$ cat src/hdl/dac_pkg.sv
`default_nettype none

package dac_pkg;

   // Serial frame geometry
   localparam int frame_bits   = 32;
   localparam int code_bits    = 12;
   localparam int num_channels = 4;

   // Depth of the pin synchronizer
   localparam int sync_stages  = 2;

   // Bit counter range 0 to 33, the top value flags an overlong frame
   localparam int count_bits   = 6;

   // One 12-bit DAC code
   typedef logic [code_bits-1:0] code_t;

   // Command codes understood by the receiver
   typedef enum logic [3:0] {
      cmd_write        = 4'b0000,
      cmd_update       = 4'b0001,
      cmd_write_update = 4'b0011,
      cmd_nop          = 4'b1111
   } cmd_e;

   // Frame layout, MSB is the first bit on the wire
   typedef struct packed {
      logic [7:0] lead;
      logic [3:0] command;
      logic [3:0] address;
      code_t      value;
      logic [3:0] trail;
   } frame_t;

   // Raw serial pins as seen at the device
   typedef struct packed {
      logic sck;
      logic mosi;
      logic sel_n;
      logic clr_n;
   } pins_t;

   // Synchronized levels and single-cycle edge pulses
   typedef struct packed {
      logic mosi;
      logic sel;
      logic clr;
      logic sck_rise;
      logic sel_fall;
      logic sel_rise;
   } sampled_t;

   // Frame verdict, first failing check wins
   typedef enum logic [2:0] {
      err_none      = 3'd0,
      err_not_armed = 3'd1,
      err_short     = 3'd2,
      err_long      = 3'd3,
      err_bad_cmd   = 3'd4,
      err_bad_addr  = 3'd5
   } frame_err_e;

   // Result of one frame
   typedef struct packed {
      frame_err_e err;
      logic [3:0] command;
      logic [3:0] address;
   } status_t;

   // Register operation towards the channel bank
   typedef struct packed {
      logic [num_channels-1:0] load_mask;
      logic [num_channels-1:0] update_mask;
      code_t                   code;
   } bank_op_t;

   // Channel A sits in slot 0
   typedef code_t [num_channels-1:0] dac_codes_t;

endpackage

`default_nettype wire

$ cat src/hdl/dac_channel_bank.sv
`default_nettype none

module dac_channel_bank
   import dac_pkg::*;
(
   input  wire           DAC_CS,
   input  wire           rst,
   input  wire           clear,
   input  wire bank_op_t bank_op,
   output dac_codes_t    dac_codes
);

   // Input registers, staged codes not yet on the outputs
   code_t input_q [num_channels];
   // DAC registers, the codes that drive the converters
   dac_codes_t dac_q;

   always_ff @(posedge DAC_CS) begin
      if (rst || clear) begin
         // Clear pin zeroes the part the same way reset does
         for (int i = 0; i < num_channels; i++) begin
            input_q[i] <= '0;
         end
         dac_q <= '0;
      end else begin
         for (int i = 0; i < num_channels; i++) begin
            // Write goes to the input register
            if (bank_op.load_mask[i]) begin
               input_q[i] <= bank_op.code;
            end
            // Update takes the new code when written in the same frame
            if (bank_op.update_mask[i]) begin
               if (bank_op.load_mask[i]) begin
                  dac_q[i] <= bank_op.code;
               end else begin
                  dac_q[i] <= input_q[i];
               end
            end
         end
      end
   end

   assign dac_codes = dac_q;

endmodule

`default_nettype wire

$ cat src/hdl/dac_frame_ctrl.sv
`default_nettype none

module dac_frame_ctrl
   import dac_pkg::*;
(
   input  wire                   DAC_CS,
   input  wire                   rst,
   input  wire sampled_t         sampled,
   input  wire frame_t           frame,
   input  wire [count_bits-1:0]  bit_count,
   output bank_op_t              bank_op,
   output logic                  clear,
   output status_t               status,
   output logic                  status_valid
);

   // Set by a clear pulse, dropped only by reset
   logic armed;

   // Decode of the frame held in the shifter
   logic [num_channels-1:0] chan_mask;
   logic                    addr_ok;
   logic                    cmd_ok;
   logic                    do_load;
   logic                    do_update;
   frame_err_e              err_next;

   // Channel select from the address field
   always_comb begin
      chan_mask = '0;
      addr_ok   = 1'b0;
      if (frame.address == 4'b1111) begin
         // Broadcast to every channel
         chan_mask = '1;
         addr_ok   = 1'b1;
      end else if (frame.address < 4'(num_channels)) begin
         chan_mask = num_channels'(1) << frame.address;
         addr_ok   = 1'b1;
      end
   end

   // Command to load and update requests
   always_comb begin
      cmd_ok    = 1'b1;
      do_load   = 1'b0;
      do_update = 1'b0;
      case (frame.command)
         cmd_write: begin
            do_load = 1'b1;
         end
         cmd_update: begin
            do_update = 1'b1;
         end
         cmd_write_update: begin
            do_load   = 1'b1;
            do_update = 1'b1;
         end
         cmd_nop: begin
            // Accepted, touches nothing
         end
         default: begin
            cmd_ok = 1'b0;
         end
      endcase
   end

   // Error priority, first match wins
   always_comb begin
      if (!armed) begin
         err_next = err_not_armed;
      end else if (bit_count < count_bits'(frame_bits)) begin
         err_next = err_short;
      end else if (bit_count > count_bits'(frame_bits)) begin
         err_next = err_long;
      end else if (!cmd_ok) begin
         err_next = err_bad_cmd;
      end else if (!addr_ok) begin
         err_next = err_bad_addr;
      end else begin
         err_next = err_none;
      end
   end

   always_ff @(posedge DAC_CS) begin
      if (rst) begin
         armed        <= 1'b0;
         status_valid <= 1'b0;
         status       <= '0;
         bank_op      <= '0;
      end else begin
         // Masks and status only live for one cycle
         status_valid        <= 1'b0;
         bank_op.load_mask   <= '0;
         bank_op.update_mask <= '0;
         if (sampled.clr) begin
            armed <= 1'b1;
         end
         // Frame end, ignored while a clear is in progress
         if (sampled.sel_rise && !sampled.clr) begin
            status_valid   <= 1'b1;
            status.err     <= err_next;
            status.command <= frame.command;
            status.address <= frame.address;
            if (err_next == err_none) begin
               bank_op.load_mask   <= do_load ? chan_mask : '0;
               bank_op.update_mask <= do_update ? chan_mask : '0;
               bank_op.code        <= frame.value;
            end
         end
      end
   end

   // Bank clear follows the pin for as long as it is held
   assign clear = sampled.clr;

endmodule

`default_nettype wire

$ cat src/hdl/dac_receiver_top.sv
`default_nettype none

module dac_receiver_top
   import dac_pkg::*;
(
   input  wire        DAC_CS,
   input  wire        rst,
   input  wire pins_t pins,
   output logic       sdo,
   output dac_codes_t dac_codes,
   output status_t    status,
   output logic       status_valid
);

   // Synchronized pins and edge pulses
   sampled_t sampled;
   // Received frame and its length
   frame_t frame;
   logic [count_bits-1:0] bit_count;
   // Register operation and clear towards the bank
   bank_op_t bank_op;
   logic clear;

   // Oversampling of the serial port
   pin_sampler u_pin_sampler (
      .DAC_CS  (DAC_CS),
      .rst     (rst),
      .pins    (pins),
      .sampled (sampled)
   );

   // Shift register and echo
   frame_shifter u_frame_shifter (
      .DAC_CS    (DAC_CS),
      .rst       (rst),
      .sampled   (sampled),
      .frame     (frame),
      .bit_count (bit_count),
      .sdo       (sdo)
   );

   // Arming, frame checks and decode
   dac_frame_ctrl u_dac_frame_ctrl (
      .DAC_CS       (DAC_CS),
      .rst          (rst),
      .sampled      (sampled),
      .frame        (frame),
      .bit_count    (bit_count),
      .bank_op      (bank_op),
      .clear        (clear),
      .status       (status),
      .status_valid (status_valid)
   );

   // Input and DAC registers
   dac_channel_bank u_dac_channel_bank (
      .DAC_CS    (DAC_CS),
      .rst       (rst),
      .clear     (clear),
      .bank_op   (bank_op),
      .dac_codes (dac_codes)
   );

endmodule

`default_nettype wire

$ cat src/hdl/frame_shifter.sv
`default_nettype none

module frame_shifter
   import dac_pkg::*;
(
   input  wire                   DAC_CS,
   input  wire                   rst,
   input  wire sampled_t         sampled,
   output frame_t                frame,
   output logic [count_bits-1:0] bit_count,
   output logic                  sdo
);

   // Receive register, also the echo source for the next frame
   frame_t shift_q;
   // Bits seen in the current frame
   logic [count_bits-1:0] count_q;
   // Serial clock edge that belongs to a selected frame
   logic shift_en;

   assign shift_en = sampled.sel && sampled.sck_rise && !sampled.sel_fall;

   // Bit counter
   always_ff @(posedge DAC_CS) begin
      if (rst) begin
         count_q <= '0;
      end else if (sampled.sel_fall) begin
         // New frame starts counting from zero
         count_q <= '0;
      end else if (shift_en) begin
         // Stop at 33, anything past 32 is just too long
         if (count_q != count_bits'(frame_bits + 1)) begin
            count_q <= count_q + 1'b1;
         end
      end
   end

   // Shift register
   // Old contents stay across frame start
   always_ff @(posedge DAC_CS) begin
      if (shift_en) begin
         // MSB first, new bit enters at the bottom
         shift_q <= frame_t'({shift_q[frame_bits-2:0], sampled.mosi});
      end
   end

   assign frame     = shift_q;
   assign bit_count = count_q;

   // Previous frame leaves MSB first while selected
   // Line idles low outside a frame
   assign sdo = sampled.sel ? shift_q[frame_bits-1] : 1'b0;

endmodule

`default_nettype wire

$ cat src/hdl/pin_sampler.sv
`default_nettype none

module pin_sampler
   import dac_pkg::*;
(
   input  wire      DAC_CS,
   input  wire      rst,
   input  wire      pins_t pins,
   output sampled_t sampled
);

   // Synchronizer chain, one pins_t per stage
   pins_t sync_q [sync_stages];
   // Output of the last stage
   pins_t pins_s;

   // Previous synchronized levels for edge detection
   logic sck_d;
   logic sel_n_d;

   // Registered edge pulses
   logic sck_rise_q;
   logic sel_fall_q;
   logic sel_rise_q;

   assign pins_s = sync_q[sync_stages-1];

   always_ff @(posedge DAC_CS) begin
      if (rst) begin
         // Frame select and clear start inactive, so no false edge
         for (int i = 0; i < sync_stages; i++) begin
            sync_q[i] <= '{sck: 1'b0, mosi: 1'b0, sel_n: 1'b1, clr_n: 1'b1};
         end
         sck_d      <= 1'b0;
         sel_n_d    <= 1'b1;
         sck_rise_q <= 1'b0;
         sel_fall_q <= 1'b0;
         sel_rise_q <= 1'b0;
      end else begin
         sync_q[0] <= pins;
         for (int i = 1; i < sync_stages; i++) begin
            sync_q[i] <= sync_q[i-1];
         end
         sck_d      <= pins_s.sck;
         sel_n_d    <= pins_s.sel_n;
         // Pulses land one cycle after the synchronized level
         sck_rise_q <= pins_s.sck && !sck_d;
         sel_fall_q <= !pins_s.sel_n && sel_n_d;
         sel_rise_q <= pins_s.sel_n && !sel_n_d;
      end
   end

   always_comb begin
      sampled.mosi     = pins_s.mosi;
      // Both control pins are active low
      sampled.sel      = !pins_s.sel_n;
      sampled.clr      = !pins_s.clr_n;
      sampled.sck_rise = sck_rise_q;
      sampled.sel_fall = sel_fall_q;
      sampled.sel_rise = sel_rise_q;
   end

endmodule

`default_nettype wire

$ cat config.mk
export PLATFORM = sky130hd
export DESIGN_NAME = dac_receiver_top
export DESIGN_NICKNAME = d
export VERILOG_FILES = /design/src/hdl/dac_pkg.sv /design/src/hdl/dac_channel_bank.sv /design/src/hdl/dac_frame_ctrl.sv /design/src/hdl/dac_receiver_top.sv /design/src/hdl/frame_shifter.sv /design/src/hdl/pin_sampler.sv
export SDC_FILE = /design/constraint.sdc
export NUM_CORES = 1
export LEC_CHECK = 0
export ABC_AREA = 1
export CAP_MARGIN = 25
export CORE_MARGIN = 2
export CORE_UTILIZATION = 60
export CTS_CLUSTER_SIZE = 16
export DETAILED_ROUTE_END_ITERATION = 8
export DONT_BUFFER_PORTS = 1
export GPL_TIMING_DRIVEN = 0
export PLACE_DENSITY_LB_ADDON = 0.25
export SETUP_SLACK_MARGIN = 0.05
export SLEW_MARGIN = 20
export SYNTH_ARGS = -nofsm -noshare
export SYNTH_HDL_FRONTEND = slang
export SYNTH_HIERARCHICAL = 1
export SYNTH_SLANG_ARGS = --single-unit
$ cat constraint.sdc
create_clock -name DAC_CS -period 1.7 [get_ports DAC_CS]
set_input_delay 0.085 -clock DAC_CS [delete_from_list [all_inputs] [get_ports DAC_CS]]
set_output_delay 0.085 -clock DAC_CS [all_outputs]
set_load 0.05 [all_outputs]
==> out/metrics.cfg <==
[outcome]
status = completed

[timing]
rsz0062_at_grt = true
fin_ws_ns = 0.0539
skew_ns = 0.00764
fin_crit_ns = 1.65
slew_headroom_pct = 63.0
fin_setup_tns_ns = 0
tightest_slew_ns = 0.554
max_clock_freq_mhz = 608
finalCritPeriodShare_pct = 96.8
hold_violations = 0
finalSetupViolCount = 0
hold_ws_ns = 0.116
slew_violations = 0

[synthesis]
synth_nets = 818
yosys_warnings = 6
yosysSeqAreaShare_pct = 59.3
avgSynthCellArea_sq_um = 8.92
syn-cell-area_sq_um = 7220
ys_types = 34
ys_ff_latch = 180
netlist_instances = 810

[critical_path]
worstPathMaxFanout = 12
cp_data_required_time_ns = 1.84
regToRegSetupSlack_ns = 0.05
cp-start-kind = flip-flop
crit_path_end_kind = flip-flop
r2r_start = u_pin_sampler/sync_q[0][4]
arrival_ns = 1.79
ff2ff_path_depth = 5
r2r-end = u_dac_channel_bank/input_q[2][0]
crit_type = flip-flop to flip-flop

[pwr]
power_density_nw_per_um2 = 1060
p_clk_share_pct = 44.1
irDropWorstVdd_mv = 0.870
p_total_mw = 8.57
p_seq_share_pct = 53.3
swShare_pct = 19.8
power_leakage_nw = 3.61
p_switching_mw = 1.70
p_comb_share_pct = 2.7
p_int_mw = 6.88

[layout]
finish.net_count = 846
multi_input_area_sq_um = 2310
area_delta_synth_final_pct = 11.6
antenna_cells = 0
fillers = 923
final_cells = 998
post_route_cells_drive_above_1_share_pct = 11.3
seq_area_sq_um = 4280

[placed_design]
dpl.hpwl_um = 10000
placed_cells = 957
pre_cts_slack_ns = -0.252
io_buffer_count = 0
gp_congestion = 0.818

[floorplan]
die_area_sq_um = 12900
num_rows = 40
die_w_um = 114
die_h_um = 114
initial_core_util_pct = 60.9
core-area_sq_um = 11900
ios = 67

[grt]
first_global_vias = 5112
grt_use_total_pct = 24.2
overflow = 0
grt_max_degree = 20
antenna_found_initial = 0
grt_first_pass_wirelength_um = 24200

[min_path]
hp-class = primary input to flip-flop
holdPathEnd = u_dac_channel_bank/input_q[2][8]
min_delay_path_depth = 4
min_from = rst

[clock_network]
cts_sinks = 180
cts_root_buf = clkbuf_16
clock_path_buffers = 2
clkLatencyLatePin_ns = 0.43
cts_tree = built
cts.reportedPaths.clkPinSlew_ns = 0.06
cts_made_buffers = 17
htreeDepth = 4

[route]
drt_iter0_drc = 396
dr.pass1.iters = 5
wl_per_cell_um = 15.2
vias_per_cell = 5.37
postRouteAntennaNets = 0
drc = 0
num_vias = 5362
routed_wirelength_um = 15200

[flow_run]
drv_cap = 0

[cell type report]
cell class                      count  share of cell area [%]
Clock inverter                      5                   0.900
Sequential cell                   180                    53.1
Inverter                          104                    4.84
Multi-Input combinational cell    484                    28.7
Buffer                             43                    3.12
Timing Repair Buffer                8                   0.900
Clock buffer                       27                    6.11
Tap cell                          147                    2.28
[layer usage]
layer  vias up  GRT usage [%]  wire length (um)
li1       2639              -                 -
met1      2496           31.0              6530
met2       197           38.8              7180
met3        30           7.23              1150
met4         0           9.84               323
met5         -              0                 0
[timing repair]
action / 4_1_cts / 5_1_grt
gates resized for setup: 1 / 2
hold buffers: 5 / 0
gates cloned: 1 / 0
pin swaps: 1 / 1
buffers inserted: 0 / 3
endpoints found under the setup margin: 37 / 46
hold endpoints to repair: 24 / 0
[power by group through the flow]
stage | logic [mW] | registers [mW] | clock network, mW
after CTS | 0.225 | 4.56 | 3.83
after global placement | 0.203 | 4.65 | 0
after detailed placement | 0.211 | 4.66 | 0
after floorplan | 0.163 | 4.65 | 0
final | 0.228 | 4.57 | 3.78
after global routing | 0.250 | 4.57 | 3.98
[synthesized netlist by cell type, drive strengths merged]
cell type | instances | area share (%)
nand4 | 4 | 0.76
edfxtp | 68 | 28
a21boi | 25 | 2.6
dfxtp | 112 | 31
nand2 | 129 | 6.8
o21ai | 41 | 2.8
buf | 30 | 2.8
ha | 2 | 0.35
or2 | 7 | 0.61
a31oi | 1 | 0.087
inv | 103 | 5.4
nor2 | 163 | 9.4
clkinv | 1 | 0.052
a21oi | 10 | 0.74
nand3 | 93 | 6.5
clkbuf | 13 | 0.69
xor2 | 1 | 0.12
o21bai | 1 | 0.26
nor3 | 6 | 0.69
[state kept, by name (all words and copies together) (netlist names)]
name	flops
u_dac_channel_bank/dac_codes	48
u_pin_sampler/sck_d	1
u_dac_channel_bank/input_q	48
u_pin_sampler/sel_rise_q	1
u_pin_sampler/sel_fall_q	1
u_pin_sampler/sync_q	8
u_dac_frame_ctrl/status_valid	1
u_pin_sampler/sel_n_d	1
u_frame_shifter/frame	32
u_dac_frame_ctrl/status	11
u_pin_sampler/sck_rise_q	1
u_frame_shifter/bit_count	6
u_dac_frame_ctrl/bank_op	20
u_dac_frame_ctrl/armed	1
[worst max-delay path, cell delays in order, from the launching register on]
cell and delay, ns:
dfxtp_1 0.30, inv_1 0.05, buf_4 0.13, nor2_4 0.20, inv_1 0.20, or2_2 0.46
[per-stage QoR]
step,cell area (sq um),util [%]
3_5_place_dp,7410,62.5
4_1_cts,8040,67.7
6_report,8060,68.0
3_3_place_gp,7410,62.5
2_1_floorplan,7220,-
5_1_grt,8060,68.0
[cell families (layout without fill, tap and decap cells)]
kind of cell	count (synthesis)	in the layout	synth area share, %
and+or+nand+nor	402	403	24.9
adders and majority gates	2	2	0.346
buffers and inverters	147	187	8.85
DFF	180	180	59.3
AOI/OAI and AO/OA	78	78	6.53
xor gates and xnor gates	1	1	0.121
[worst max path at each step]
stage,from,to,slack (ns)
floorplan,u_pin_sampler/sync_q[0][5],u_frame_shifter/bit_count[0],0.18
global placement,u_pin_sampler/sync_q[0][5],u_frame_shifter/bit_count[0],-0.14
detailed placement,u_pin_sampler/sync_q[0][5],u_frame_shifter/bit_count[1],-0.25
CTS,u_pin_sampler/sync_q[0][5],u_frame_shifter/bit_count[1],0.04
global route,u_pin_sampler/sync_q[0][4],u_dac_channel_bank/input_q[2][4],-0.01
finish,u_pin_sampler/sync_q[0][4],u_dac_channel_bank/input_q[2][0],0.05
[cell usage in the layout, fill, tap and decap left out, types with 2 or more instances in the layout]
cell type      count
nor3_2             4
or2_2              3
buf_4             13
nand4_4            2
clkbuf_16         17
o21ai_1            2
clkinv_1           3
buf_6              4
a21boi_0          24
nor2_4             6
nand2_1          125
nand4_1            2
edfxtp_1          68
bufinv_16          2
dlygate4sd3_1      5
o21ai_0           39
nand3_1           92
or2_1              4
a21oi_1            9
nor2_1           144
buf_2             14
clkbuf_8           3
inv_2              4
nand2_2            4
inv_1             99
clkbuf_1          19
dfxtp_1          112
nor3_1             2
nor2_2            14
ha_1               2
Note: power is estimated with default switching activity, not from simulation.
